==> src/rv_pkg.sv <==
`default_nettype none

package rv_pkg;

  // Datapath widths
  typedef logic [31:0] data_t;
  typedef logic [31:0] addr_t;
  typedef logic [31:0] instr_t;
  typedef logic [4:0]  reg_idx_t;
  typedef logic [2:0]  funct3_t;

  // ALU operation codes
  typedef logic [3:0] alu_op_t;
  localparam alu_op_t ALU_ADD  = 4'd0;
  localparam alu_op_t ALU_SUB  = 4'd1;
  localparam alu_op_t ALU_AND  = 4'd2;
  localparam alu_op_t ALU_OR   = 4'd3;
  localparam alu_op_t ALU_XOR  = 4'd4;
  localparam alu_op_t ALU_SLT  = 4'd5;
  localparam alu_op_t ALU_SLTU = 4'd6;
  localparam alu_op_t ALU_SLL  = 4'd7;
  localparam alu_op_t ALU_SRL  = 4'd8;
  localparam alu_op_t ALU_SRA  = 4'd9;

  // Operand A source, the zero choice serves LUI
  typedef logic [1:0] alu_src_a_t;
  localparam alu_src_a_t ALU_SRC_A_RD1  = 2'd0;
  localparam alu_src_a_t ALU_SRC_A_PC   = 2'd1;
  localparam alu_src_a_t ALU_SRC_A_ZERO = 2'd2;

  // Operand B source
  typedef logic alu_src_b_t;
  localparam alu_src_b_t ALU_SRC_B_RD2 = 1'b0;
  localparam alu_src_b_t ALU_SRC_B_IMM = 1'b1;

  // Value written back to rd
  typedef logic result_src_t;
  localparam result_src_t RESULT_SRC_ALU  = 1'b0;
  localparam result_src_t RESULT_SRC_LINK = 1'b1;

  // Next PC kind
  typedef logic [1:0] pc_src_t;
  localparam pc_src_t PC_SRC_INCREMENT = 2'd0;
  localparam pc_src_t PC_SRC_BRANCH    = 2'd1;
  localparam pc_src_t PC_SRC_JAL       = 2'd2;
  localparam pc_src_t PC_SRC_JALR      = 2'd3;

  // Major opcodes of the supported subset
  localparam logic [6:0] OPC_OP     = 7'b0110011;
  localparam logic [6:0] OPC_OP_IMM = 7'b0010011;
  localparam logic [6:0] OPC_LUI    = 7'b0110111;
  localparam logic [6:0] OPC_AUIPC  = 7'b0010111;
  localparam logic [6:0] OPC_JAL    = 7'b1101111;
  localparam logic [6:0] OPC_JALR   = 7'b1100111;
  localparam logic [6:0] OPC_BRANCH = 7'b1100011;

  // Branch conditions in funct3
  localparam funct3_t F3_BEQ  = 3'b000;
  localparam funct3_t F3_BNE  = 3'b001;
  localparam funct3_t F3_BLT  = 3'b100;
  localparam funct3_t F3_BGE  = 3'b101;
  localparam funct3_t F3_BLTU = 3'b110;
  localparam funct3_t F3_BGEU = 3'b111;

endpackage

`default_nettype wire
==> src/alu.sv <==
`timescale 1ns/10ps
`default_nettype none

module alu
  ( input  wire rv_pkg::data_t   a
  , input  wire rv_pkg::data_t   b
  , input  wire rv_pkg::alu_op_t alu_op
  , output rv_pkg::data_t        out
  , output logic                 zero
  );

  import rv_pkg::*;

  logic [4:0] shamt;
  logic       lt_signed;
  logic       lt_unsigned;

  // Shifts only look at the low five bits
  assign shamt       = b[4:0];
  assign lt_signed   = $signed(a) < $signed(b);
  assign lt_unsigned = a < b;

  always_comb begin
    case (alu_op)
      ALU_ADD:  out = a + b;
      ALU_SUB:  out = a - b;
      ALU_AND:  out = a & b;
      ALU_OR:   out = a | b;
      ALU_XOR:  out = a ^ b;
      ALU_SLT:  out = {31'b0, lt_signed};
      ALU_SLTU: out = {31'b0, lt_unsigned};
      ALU_SLL:  out = a << shamt;
      ALU_SRL:  out = a >> shamt;
      ALU_SRA:  out = $signed(a) >>> shamt;
      default:  out = '0;
    endcase
  end

  assign zero = (out == '0);

endmodule

`default_nettype wire

==> src/core_top.sv <==
`timescale 1ns/10ps
`default_nettype none

module core_top
  ( input  wire                 clk
  , input  wire                 reset
  , input  wire rv_pkg::instr_t  instr
  , input  wire rv_pkg::addr_t   instr_pc
  , input  wire                 instr_valid
  , output logic                 redirect
  , output rv_pkg::addr_t        redirect_target
  , output logic                 wb_valid
  , output rv_pkg::reg_idx_t     wb_rd
  , output rv_pkg::data_t        wb_data
  );

  import rv_pkg::*;

  // Register file ports
  reg_idx_t rs1, rs2, rf_waddr;
  data_t    rs1_data, rs2_data, rf_wdata;
  logic     rf_we;

  // Decode to execute
  logic        d_valid, d_reg_write;
  data_t       d_rd1, d_rd2, d_imm;
  addr_t       d_pc;
  reg_idx_t    d_rd;
  alu_op_t     d_alu_op;
  alu_src_a_t  d_alu_src_a;
  alu_src_b_t  d_alu_src_b;
  result_src_t d_result_src;
  pc_src_t     d_pc_src;
  funct3_t     d_funct3;

  // Execute to result
  logic        e_reg_write;
  reg_idx_t    e_rd;
  data_t       e_alu_result;
  addr_t       e_link;
  result_src_t e_result_src;

  decode u_decode
    ( .clk, .reset, .instr, .instr_pc, .instr_valid
    , .rs1, .rs2, .rs1_data, .rs2_data
    , .d_valid, .d_rd1, .d_rd2, .d_imm, .d_pc, .d_rd
    , .d_alu_op, .d_alu_src_a, .d_alu_src_b, .d_result_src
    , .d_pc_src, .d_funct3, .d_reg_write
    );

  execute u_execute
    ( .clk, .reset
    , .d_valid, .d_rd1, .d_rd2, .d_imm, .d_pc, .d_rd
    , .d_alu_op, .d_alu_src_a, .d_alu_src_b, .d_result_src
    , .d_pc_src, .d_funct3, .d_reg_write
    , .e_reg_write, .e_rd, .e_alu_result, .e_link, .e_result_src
    , .redirect, .redirect_target
    );

  result u_result
    ( .clk, .reset
    , .e_reg_write, .e_rd, .e_alu_result, .e_link, .e_result_src
    , .rf_we, .rf_waddr, .rf_wdata
    , .wb_valid, .wb_rd, .wb_data
    );

  regfile u_regfile
    ( .clk, .reset, .rs1, .rs2, .rs1_data, .rs2_data
    , .we ( rf_we ), .waddr ( rf_waddr ), .wdata ( rf_wdata )
    );

endmodule

`default_nettype wire

==> src/decode.sv <==
`timescale 1ns/10ps
`default_nettype none

module decode
  ( input  wire                     clk
  , input  wire                     reset
  , input  wire rv_pkg::instr_t      instr
  , input  wire rv_pkg::addr_t       instr_pc
  , input  wire                     instr_valid
  , output rv_pkg::reg_idx_t         rs1
  , output rv_pkg::reg_idx_t         rs2
  , input  wire rv_pkg::data_t       rs1_data
  , input  wire rv_pkg::data_t       rs2_data
  , output logic                     d_valid
  , output rv_pkg::data_t            d_rd1
  , output rv_pkg::data_t            d_rd2
  , output rv_pkg::data_t            d_imm
  , output rv_pkg::addr_t            d_pc
  , output rv_pkg::reg_idx_t         d_rd
  , output rv_pkg::alu_op_t          d_alu_op
  , output rv_pkg::alu_src_a_t       d_alu_src_a
  , output rv_pkg::alu_src_b_t       d_alu_src_b
  , output rv_pkg::result_src_t      d_result_src
  , output rv_pkg::pc_src_t          d_pc_src
  , output rv_pkg::funct3_t          d_funct3
  , output logic                     d_reg_write
  );

  import rv_pkg::*;

  logic [6:0]  opcode;
  reg_idx_t    rd;
  funct3_t     funct3;
  logic        funct7_alt;
  data_t       imm_i;
  data_t       imm_b;
  data_t       imm_u;
  data_t       imm_j;
  data_t       imm;
  alu_op_t     alu_op;
  alu_src_a_t  alu_src_a;
  alu_src_b_t  alu_src_b;
  result_src_t result_src;
  pc_src_t     pc_src;
  logic        reg_write;

  // funct3 to ALU op for OP and OP-IMM, alt selects sub / sra
  function automatic alu_op_t arith_op(input funct3_t f3, input logic alt);
    case (f3)
      3'b000:  return alt ? ALU_SUB : ALU_ADD;
      3'b001:  return ALU_SLL;
      3'b010:  return ALU_SLT;
      3'b011:  return ALU_SLTU;
      3'b100:  return ALU_XOR;
      3'b101:  return alt ? ALU_SRA : ALU_SRL;
      3'b110:  return ALU_OR;
      default: return ALU_AND;
    endcase
  endfunction

  assign opcode     = instr[6:0];
  assign rd         = instr[11:7];
  assign funct3     = instr[14:12];
  assign rs1        = instr[19:15];
  assign rs2        = instr[24:20];
  assign funct7_alt = instr[30];

  assign imm_i = {{20{instr[31]}}, instr[31:20]};
  assign imm_b = {{19{instr[31]}}, instr[31], instr[7], instr[30:25], instr[11:8], 1'b0};
  assign imm_u = {instr[31:12], 12'b0};
  assign imm_j = {{11{instr[31]}}, instr[31], instr[19:12], instr[20], instr[30:21], 1'b0};

  always_comb begin
    // Defaults form a bubble for unsupported opcodes
    imm        = imm_i;
    alu_op     = ALU_ADD;
    alu_src_a  = ALU_SRC_A_RD1;
    alu_src_b  = ALU_SRC_B_RD2;
    result_src = RESULT_SRC_ALU;
    pc_src     = PC_SRC_INCREMENT;
    reg_write  = 1'b0;
    case (opcode)
      OPC_OP: begin
        alu_op    = arith_op(funct3, funct7_alt);
        reg_write = 1'b1;
      end
      OPC_OP_IMM: begin
        // Only the right shift reads bit 30, addi has no subtract form
        alu_op    = arith_op(funct3, funct7_alt && funct3 == 3'b101);
        alu_src_b = ALU_SRC_B_IMM;
        reg_write = 1'b1;
      end
      OPC_LUI, OPC_AUIPC: begin
        imm       = imm_u;
        alu_src_a = (opcode == OPC_LUI) ? ALU_SRC_A_ZERO : ALU_SRC_A_PC;
        alu_src_b = ALU_SRC_B_IMM;
        reg_write = 1'b1;
      end
      OPC_JAL: begin
        imm        = imm_j;
        result_src = RESULT_SRC_LINK;
        pc_src     = PC_SRC_JAL;
        reg_write  = 1'b1;
      end
      OPC_JALR: begin
        alu_src_b  = ALU_SRC_B_IMM;
        result_src = RESULT_SRC_LINK;
        pc_src     = PC_SRC_JALR;
        reg_write  = 1'b1;
      end
      OPC_BRANCH: begin
        imm    = imm_b;
        pc_src = PC_SRC_BRANCH;
        // Equality via zero flag, ordering via slt/sltu
        case (funct3)
          F3_BEQ, F3_BNE: alu_op = ALU_SUB;
          F3_BLT, F3_BGE: alu_op = ALU_SLT;
          default:        alu_op = ALU_SLTU;
        endcase
      end
      default: ;
    endcase
  end

  always_ff @(posedge clk) begin
    if (reset) begin
      d_valid     <= 1'b0;
      d_reg_write <= 1'b0;
    end else begin
      d_valid     <= instr_valid;
      d_reg_write <= instr_valid && reg_write && (rd != '0);
    end
  end

  always_ff @(posedge clk) begin
    d_rd1        <= rs1_data;
    d_rd2        <= rs2_data;
    d_imm        <= imm;
    d_pc         <= instr_pc;
    d_rd         <= rd;
    d_alu_op     <= alu_op;
    d_alu_src_a  <= alu_src_a;
    d_alu_src_b  <= alu_src_b;
    d_result_src <= result_src;
    d_pc_src     <= pc_src;
    d_funct3     <= funct3;
  end

endmodule

`default_nettype wire

==> src/execute.sv <==
`timescale 1ns/10ps
`default_nettype none

module execute
  ( input  wire                      clk
  , input  wire                      reset
  , input  wire                      d_valid
  , input  wire rv_pkg::data_t        d_rd1
  , input  wire rv_pkg::data_t        d_rd2
  , input  wire rv_pkg::data_t        d_imm
  , input  wire rv_pkg::addr_t        d_pc
  , input  wire rv_pkg::reg_idx_t     d_rd
  , input  wire rv_pkg::alu_op_t      d_alu_op
  , input  wire rv_pkg::alu_src_a_t   d_alu_src_a
  , input  wire rv_pkg::alu_src_b_t   d_alu_src_b
  , input  wire rv_pkg::result_src_t  d_result_src
  , input  wire rv_pkg::pc_src_t      d_pc_src
  , input  wire rv_pkg::funct3_t      d_funct3
  , input  wire                      d_reg_write
  , output logic                      e_reg_write
  , output rv_pkg::reg_idx_t          e_rd
  , output rv_pkg::data_t             e_alu_result
  , output rv_pkg::addr_t             e_link
  , output rv_pkg::result_src_t       e_result_src
  , output logic                      redirect
  , output rv_pkg::addr_t             redirect_target
  );

  import rv_pkg::*;

  data_t alu_a;
  data_t alu_b;
  data_t alu_result;
  logic  alu_zero;
  logic  branch_taken;
  logic  take;
  addr_t target;

  always_comb begin
    case (d_alu_src_a)
      ALU_SRC_A_PC:   alu_a = d_pc;
      ALU_SRC_A_ZERO: alu_a = '0;
      default:        alu_a = d_rd1;
    endcase
  end

  assign alu_b = (d_alu_src_b == ALU_SRC_B_IMM) ? d_imm : d_rd2;

  alu u_alu
    ( .a      ( alu_a      )
    , .b      ( alu_b      )
    , .alu_op ( d_alu_op   )
    , .out    ( alu_result )
    , .zero   ( alu_zero   )
    );

  // slt/sltu leave the comparison in bit 0
  always_comb begin
    case (d_funct3)
      F3_BEQ:  branch_taken = alu_zero;
      F3_BNE:  branch_taken = !alu_zero;
      F3_BLT,
      F3_BLTU: branch_taken = alu_result[0];
      F3_BGE,
      F3_BGEU: branch_taken = !alu_result[0];
      default: branch_taken = 1'b0;
    endcase
  end

  assign take = (d_pc_src == PC_SRC_BRANCH) ? branch_taken : (d_pc_src != PC_SRC_INCREMENT);

  // JALR target is rs1 + imm with bit 0 cleared
  assign target = (d_pc_src == PC_SRC_JALR) ? {alu_result[31:1], 1'b0} : d_pc + d_imm;

  always_ff @(posedge clk) begin
    if (reset) begin
      e_reg_write <= 1'b0;
      redirect    <= 1'b0;
    end else begin
      e_reg_write <= d_reg_write;
      redirect    <= d_valid && take;
    end
  end

  always_ff @(posedge clk) begin
    e_rd            <= d_rd;
    e_alu_result    <= alu_result;
    e_link          <= d_pc + 32'd4;
    e_result_src    <= d_result_src;
    redirect_target <= target;
  end

endmodule

`default_nettype wire

==> src/regfile.sv <==
`timescale 1ns/10ps
`default_nettype none

module regfile
  ( input  wire                  clk
  , input  wire                  reset
  , input  wire rv_pkg::reg_idx_t rs1
  , input  wire rv_pkg::reg_idx_t rs2
  , output rv_pkg::data_t         rs1_data
  , output rv_pkg::data_t         rs2_data
  , input  wire                  we
  , input  wire rv_pkg::reg_idx_t waddr
  , input  wire rv_pkg::data_t    wdata
  );

  import rv_pkg::*;

  // No storage for x0
  data_t regs [1:31];

  always_ff @(posedge clk) begin
    if (reset) begin
      for (int i = 1; i < 32; i++) regs[i] <= '0;
    end else if (we) begin
      regs[waddr] <= wdata;
    end
  end

  // Write-first bypass of a same-cycle write
  assign rs1_data = (rs1 == '0) ? '0 : (we && waddr == rs1) ? wdata : regs[rs1];
  assign rs2_data = (rs2 == '0) ? '0 : (we && waddr == rs2) ? wdata : regs[rs2];

endmodule

`default_nettype wire

==> src/result.sv <==
`timescale 1ns/10ps
`default_nettype none

module result
  ( input  wire                      clk
  , input  wire                      reset
  , input  wire                      e_reg_write
  , input  wire rv_pkg::reg_idx_t     e_rd
  , input  wire rv_pkg::data_t        e_alu_result
  , input  wire rv_pkg::addr_t        e_link
  , input  wire rv_pkg::result_src_t  e_result_src
  , output logic                      rf_we
  , output rv_pkg::reg_idx_t          rf_waddr
  , output rv_pkg::data_t             rf_wdata
  , output logic                      wb_valid
  , output rv_pkg::reg_idx_t          wb_rd
  , output rv_pkg::data_t             wb_data
  );

  import rv_pkg::*;

  // Jumps write the return address, everything else the ALU value
  assign rf_wdata = (e_result_src == RESULT_SRC_LINK) ? e_link : e_alu_result;
  assign rf_we    = e_reg_write;
  assign rf_waddr = e_rd;

  // Report the same write one cycle later
  always_ff @(posedge clk) begin
    if (reset) wb_valid <= 1'b0;
    else       wb_valid <= rf_we;
  end

  always_ff @(posedge clk) begin
    wb_rd   <= rf_waddr;
    wb_data <= rf_wdata;
  end

endmodule

`default_nettype wire

==> config.mk <==
export PLATFORM = sky130hd
export DESIGN_NAME = core_top
export DESIGN_NICKNAME = d
export VERILOG_FILES = /design/src/rv_pkg.sv /design/src/alu.sv /design/src/core_top.sv /design/src/decode.sv /design/src/execute.sv /design/src/regfile.sv /design/src/result.sv
export SDC_FILE = /design/constraint.sdc
export NUM_CORES = 2
export LEC_CHECK = 0
export ABC_CLOCK_PERIOD_IN_PS = 15000
export BUFFER_PORTS_ARGS = -buffer_cell sky130_fd_sc_hd__buf_2
export CAP_MARGIN = 20
export CORE_ASPECT_RATIO = 1.2
export CORE_UTILIZATION = 65
export CTS_CLUSTER_SIZE = 12
export DETAILED_ROUTE_END_ITERATION = 8
export PLACE_DENSITY_LB_ADDON = 0.05
export SYNTH_ARGS = -nofsm -noshare
export SYNTH_HDL_FRONTEND = slang
export SYNTH_HIERARCHICAL = 1
export SYNTH_SLANG_ARGS = --single-unit
==> constraint.sdc <==
create_clock -name clk -period 15 [get_ports clk]
set_clock_uncertainty 0.15 [all_clocks]
set_input_delay 1.5 -clock clk [delete_from_list [all_inputs] [get_ports clk]]
set_output_delay 1.5 -clock clk [all_outputs]
set_load 0.05 [all_outputs]
==> Word-level counts from Yosys, hierarchy flattened <==
Memories as Yosys holds them, arrays and structs flattened.
Cells that the tools add are included.
{ "word_totals": {"memories": 1, "ramBits": 992, "input_bits": 67, "out_inout_bits": 71, "word_cells": 126, "ff_bits": 290} }
{ "classes": {"n_reduce_logical": 25, "magnitude_cmp": 2, "n_eq_ne": 33, "n_addsub": 4, "shifts": 3, "n_mux": 31, "bitwise_logic": 3} }
{ "mem_list": {"columns": ["name", "words", "width", "rd", "rd_clocked_by_memory_dff", "wr", "line", "source"], "rows": [
  ["u_regfile.regs", 31, 32, 2, 0, 31, "regfile.sv:19", "data_t regs [1:31];"]
]} }
{ "ops": {"columns": ["operator", "n"], "rows": [
  ["32-bit one-hot mux with 10 select lines", 1],
  ["32-bit 2-to-1 mux", 6],
  ["31-bit one-hot mux with 3 select lines", 1],
  ["32-bit adder", 2],
  ["32-bit less-than comparator", 2],
  ["32-bit one-hot mux with 2 select lines", 1],
  ["4-bit one-hot mux with 7 select lines", 2],
  ["32-bit by 3-bit adder with 32-bit output, second input constant", 1],
  ["32-bit AND", 1],
  ["32-bit zero test", 1],
  ["32-bit bitwise OR", 1],
  ["32-bit OR reduction", 1],
  ["32-bit by 5-bit << shifter with 32-bit output", 1],
  ["32-bit by 5-bit >> shifter with 32-bit output", 1],
  ["32-bit by 5-bit >>> shifter with 32-bit output", 1],
  ["32-bit subtractor", 1],
  ["32-bit XOR", 1],
  ["3-bit equality test, second input constant", 7],
  ["7-bit equality test, second input constant", 3],
  ["4-bit by 3-bit equality test with 1-bit output, second input constant", 4],
  ["7-bit by 5-bit equality test with 1-bit output, second input constant", 2],
  ["7-bit by 6-bit equality test with 1-bit output, second input constant", 2],
  ["1-bit 2-to-1 mux", 14],
  ["4-bit one-hot mux with 3 select lines", 1],
  ["other kinds (23)", 43]
]} }

==> Depth between registers and ports, before layout <==
{ "depth": {"depth_word": 9, "depth_mapped": 24, "depth_no_buf": 22} }

==> Modules after synthesis <==
Netlist, hierarchy kept.
{ "modules_own_cells": {"columns": ["module", "cells_per_inst", "area_each_um2", "seq_area_each_um2", "instances"], "rows": [
  ["regfile", 3771, 54913.9, 30749.5, 1],
  ["alu", 1417, 9377.7, 0.0, 1],
  ["execute", 667, 5680.4, 2082.0, 1],
  ["decode", 241, 3593.4, 2962.8, 1],
  ["result", 81, 1356.3, 760.7, 1]
]} }

==> Worst setup path before layout <==
Ideal clock, no wire load.
{ "synth_timing": {"path_type": "register to register", "from": "reg u_decode.d_alu_src_b", "to": "reg u_execute.redirect", "period_less_slack_ns": 5.557, "n_path_buf": 6, "setup_time_ns": 0.118, "arrival_ns": 5.289, "path_stages_with_launch": 24, "slack_ns": 9.443, "t_required_ns": 14.732, "path_cell_list": "dfxtp_1 -> clkbuf_1 -> buf_1 -> mux2_2 -> buf_4 -> inv_1 -> buf_2 -> buf_2 -> buf_1 -> ha_1 -> a21o_1 -> a221o_1 -> a221oi_2 -> a2111o_1 -> and2_1 -> o21ai_1 -> mux2i_1 -> or4b_2 -> nor4_1 -> nand4_1 -> nor2_1 -> o311ai_0 -> a31oi_1 -> nor3b_1"} }
{ "synth_between": {"elab_chain_len": 8, "word_cells_on_any_way": 18, "cone_classes": "add/sub (2); order compare (2); shift (3); mux (4); bitwise (3); reduce/logical (4)"} }
{ "synth_rtl": {"columns": ["element", "line", "source"], "rows": [
  ["from (decl)", "decode.sv:22", ", output rv_pkg::alu_src_b_t d_alu_src_b"],
  ["from (signal assigned)", "decode.sv:143", "d_alu_src_b <= alu_src_b;"],
  ["32-bit 2-to-1 mux (*)", "execute.sv:47", "assign alu_b = (d_alu_src_b == ALU_SRC_B_IMM) ? d_imm : d_rd2;"],
  ["named net u_execute.alu_b[2]", "execute.sv:32", "data_t alu_b;"],
  ["32-bit subtractor, or another cell as far along", "alu.sv:26", "ALU_SUB: out = a - b;"],
  ["32-bit one-hot mux with 10 select lines (*)", "alu.sv:24", "case (alu_op)"],
  ["named net u_execute.alu_result[28]", "execute.sv:33", "data_t alu_result;"],
  ["32-bit zero test (*)", "alu.sv:39", "assign zero = (out == '0);"],
  ["named net u_execute.alu_zero", "execute.sv:34", "logic alu_zero;"],
  ["1-bit zero test", "execute.sv:61", "F3_BNE: branch_taken = !alu_zero;"],
  ["1-bit one-hot mux with 4 select lines (*)", "execute.sv:59", "case (d_funct3)"],
  ["1-bit 2-to-1 mux (*)", "execute.sv:70", "assign take = (d_pc_src == PC_SRC_BRANCH) ? branch_taken : (d_pc_src != PC_SRC_INCREMENT);"],
  ["1-bit logical AND (*)", "execute.sv:81", "redirect <= d_valid && take;"],
  ["to (signal assigned)", "execute.sv:81", null],
  ["to (decl)", "execute.sv:25", ", output logic redirect"]
]} }
The timed path passes the listed nets; every way through them passes the cells marked *.
A chain may end at the register's enable or synchronous reset.

==> Worst setup path after layout <==
Ends and elaborated chain as after synthesis.

==> results.ini <==
[critical_path]
cpPeakStageDelay_ns = 0.74
rr_worst_depth = 19
cpLargestDelayFamily = simple AND/OR/NAND/NOR gates
slowest_stage = or4b_2
crit_path_end_kind = flip-flop
rrSetupSlack_ns = 8.06
crit_chain = buf_4, mux2_4, buf_4, ha_1, inv_1, fa_1, nor2b_1, o211a_1, o211ai_1, a31oi_1, o31ai_1, nor3_1, or4b_2, nor4_1, nand4_1, nor2_1, o311ai_0, a31oi_1, nor3b_1
rr_endpoint = u_execute/redirect
crit_required_ns = 15.47
crit_type = flip-flop to flip-flop
worst_ep_arrival_time_ns = 7.41
r2r_start = u_decode/d_alu_src_b
crit_fanout = 53
path_buf_inv = 3
cp-start-kind = flip-flop

[sta]
relSlewSlack = 0.128
tightest_slew_ns = 1.31
fin_setup_tns_ns = 0
final-max-slew-violation-count = 0
period_needed_ns = 6.94
final_hold_viol_count = 0
rsz0062_at_grt = false
finalSetupViolations = 0
fmax_ghz = 0.144
fin_crit_sh = 0.463

[clock_tree]
tritoncts = yes
cts_max_path_buffers = 3
clkTransAtPathRegs_ns = 0.06
clock_sinks = 1314
cts_buffers = 138
ctsResizeCount = 0
cts_hold_buf = 0
cts_max_level = 4
post-cts-setup-buffer-count = 0
cts_root_buf = clkbuf_16
clk_latency_ns = 0.79

[pwr]
leakagePower_nw = 30.5
p_per_area_nw_per_um2 = 127
p_int_w = 0.00671
p_clk_frac = 0.320
ir_drop_mv = 0.138
power_w = 0.0103
comb_power_share = 0.260
sw_frac_of_total = 0.346
seq_power_share = 0.420
switchingPower_w = 0.00355

[route]
postRouteAntennaNets = 0
drc = 0
totalWireLength_um = 295000
first_iter_violations = 10500
wire_per_inst_um = 38.4
firstDrtPassIters = 9
via_count = 58700
avgViaCountPerCell = 7.65

[floorplan]
ioPinCount = 138
coreArea_um2 = 114000
start_util = 0.655
dieArea_um2 = 117000
fp.dieH_um = 374
fp-row-count = 136
die_w_um = 312

[yosys]
ys_ff_latch = 1314
synthFlopType = edfxtp_1
syn_inst = 6177
ys_warn_count = 6
postSynthNetCount = 6377
ys_async_sr_fraction = 0
synth_seq_area_share = 0.488
synth_area_um2 = 74900
avgSynthCellArea_um2 = 12.1
synth-edff-count = 1024
synth_cell_types = 111

[final_layout]
area_growth_syn_to_layout_pct = 7.74
most-common-layout-cells = 1024 x edfxtp_1, 1010 x and2_1, 415 x mux4_2
nNetsFinal = 6253
drive_above_1_share = 0.182
final_common_cell = edfxtp_1
nFillCells = 7987
seqCellArea_um2 = 36600
final_cell_area_um2 = 80700
multi_input_area_um2 = 35500

[run]
maxCapViolCount = 0

[min_path]
min_from = u_decode/d_rd[1]
hold_path_depth = 0
hp-class = flip-flop to flip-flop
hold_end = u_execute/e_rd[1]

[global_routing]
grt_pass1_wl_um = 409000
grtUsageTotal = 0.500
grt.overflow.total = 0
grt_max_degree = 114
grt_pass1_vias = 56500
grt_antenna_before_repair = 25

[place]
gp_congestion = 1.14
dp_hpwl_um = 190000
place_area_um2 = 76400
port_buffers = 137

[status]
outcome = finished clean

## how the worst max path moves through the flow
stage | start | endpoint | cells after the start | slack [ns]
2_1_floorplan | u_decode/d_alu_src_b | u_execute/redirect | 23 | 9.44
3_3_place_gp | u_decode/d_alu_src_a[1] | u_execute/redirect | 19 | 7.92
3_5_place_dp | u_decode/d_alu_src_b | u_execute/redirect | 19 | 8.20
4_1_cts | u_decode/d_alu_src_b | u_execute/redirect | 19 | 8.21
5_1_grt | u_decode/d_alu_src_b | u_execute/redirect | 19 | 7.86
6_report | u_decode/d_alu_src_b | u_execute/redirect | 19 | 8.06
## metal layers
metal / vias to the layer above / share of wire / track usage
met4: 24 / 0.10 / 0.396
met1: 28300 / 0.31 / 0.588
met5: - / 0.00057 / 0
met2: 5805 / 0.44 / 0.749
li1: 23100 / - / -
met3: 1581 / 0.15 / 0.173
## cell families after synthesis
family,synth area share
multiplexers,0.188
flip-flops,0.488
adder cells (fa/ha/maj),0.0225
AND/OR/NAND/NOR,0.144
XOR/XNOR,0.00912
buffers and inverters,0.0422
AO/OA/AOI/OAI,0.106
## synthesized netlist by cell type, drive strengths merged, types with 61 or more instances
master  number  area share
o21ai      224       0.015
a22oi      118       0.012
a21oi      212       0.014
clkbuf     374       0.019
mux2i      359       0.048
and2      1012       0.085
ha         130       0.022
mux2        89       0.015
nand3       87      0.0059
nand2      302       0.015
dfxtp      290       0.077
o22ai       80      0.0069
nor2       251       0.013
a211oi      61      0.0061
mux4       415        0.12
edfxtp    1024        0.41
buf        195       0.017
inv        122      0.0061
## per-stage QoR
stage / setup WS [ns] / hold slack (ns) / instances / utilization
CTS: 8.21 / 0.177 / 7658 / 0.705
global placement: 7.92 / 0.161 / 7422 / 0.668
floorplan: 9.44 / 0.160 / 6177 / -
finish: 8.06 / 0.177 / 7675 / 0.706
detailed placement: 8.20 / 0.163 / 7426 / 0.668
global route: 7.86 / 0.185 / 7663 / 0.706
## layout make-up
class | instances | share of cell area
Antenna cell | 12 | 0.000372
Clock inverter | 37 | 0.00445
Clock buffer | 195 | 0.0475
Timing Repair Buffer | 305 | 0.0255
Sequential cell | 1314 | 0.453
Tap cell | 1518 | 0.0235
Multi-Input combinational cell | 4171 | 0.440
Inverter | 123 | 0.00572
## power groups by stage
stage / sequential (W) / clock, W / combinational (W)
after detailed placement: 0.00437 / 0 / 0.00251
after global placement: 0.00436 / 0 / 0.00251
final: 0.00431 / 0.00328 / 0.00266
after CTS: 0.00430 / 0.00328 / 0.00252
after floorplan: 0.00451 / 0 / 0.00144
after global routing: 0.00432 / 0.00341 / 0.00271
## state kept, by name, summed over array words and instances (netlist names), 5 cells and up
name and cells:
u_regfile/regs 1024, u_decode/d_imm 32, u_decode/d_rd1 32, u_result/wb_rd 5
u_decode/d_pc 32, u_result/wb_data 32, u_decode/d_rd2 32, u_execute/e_alu_result 32
u_execute/redirect_target 32, u_decode/d_rd 5, u_execute/e_rd 5, u_execute/e_link 32
No activity file was read; power rests on OpenSTA's default activity.
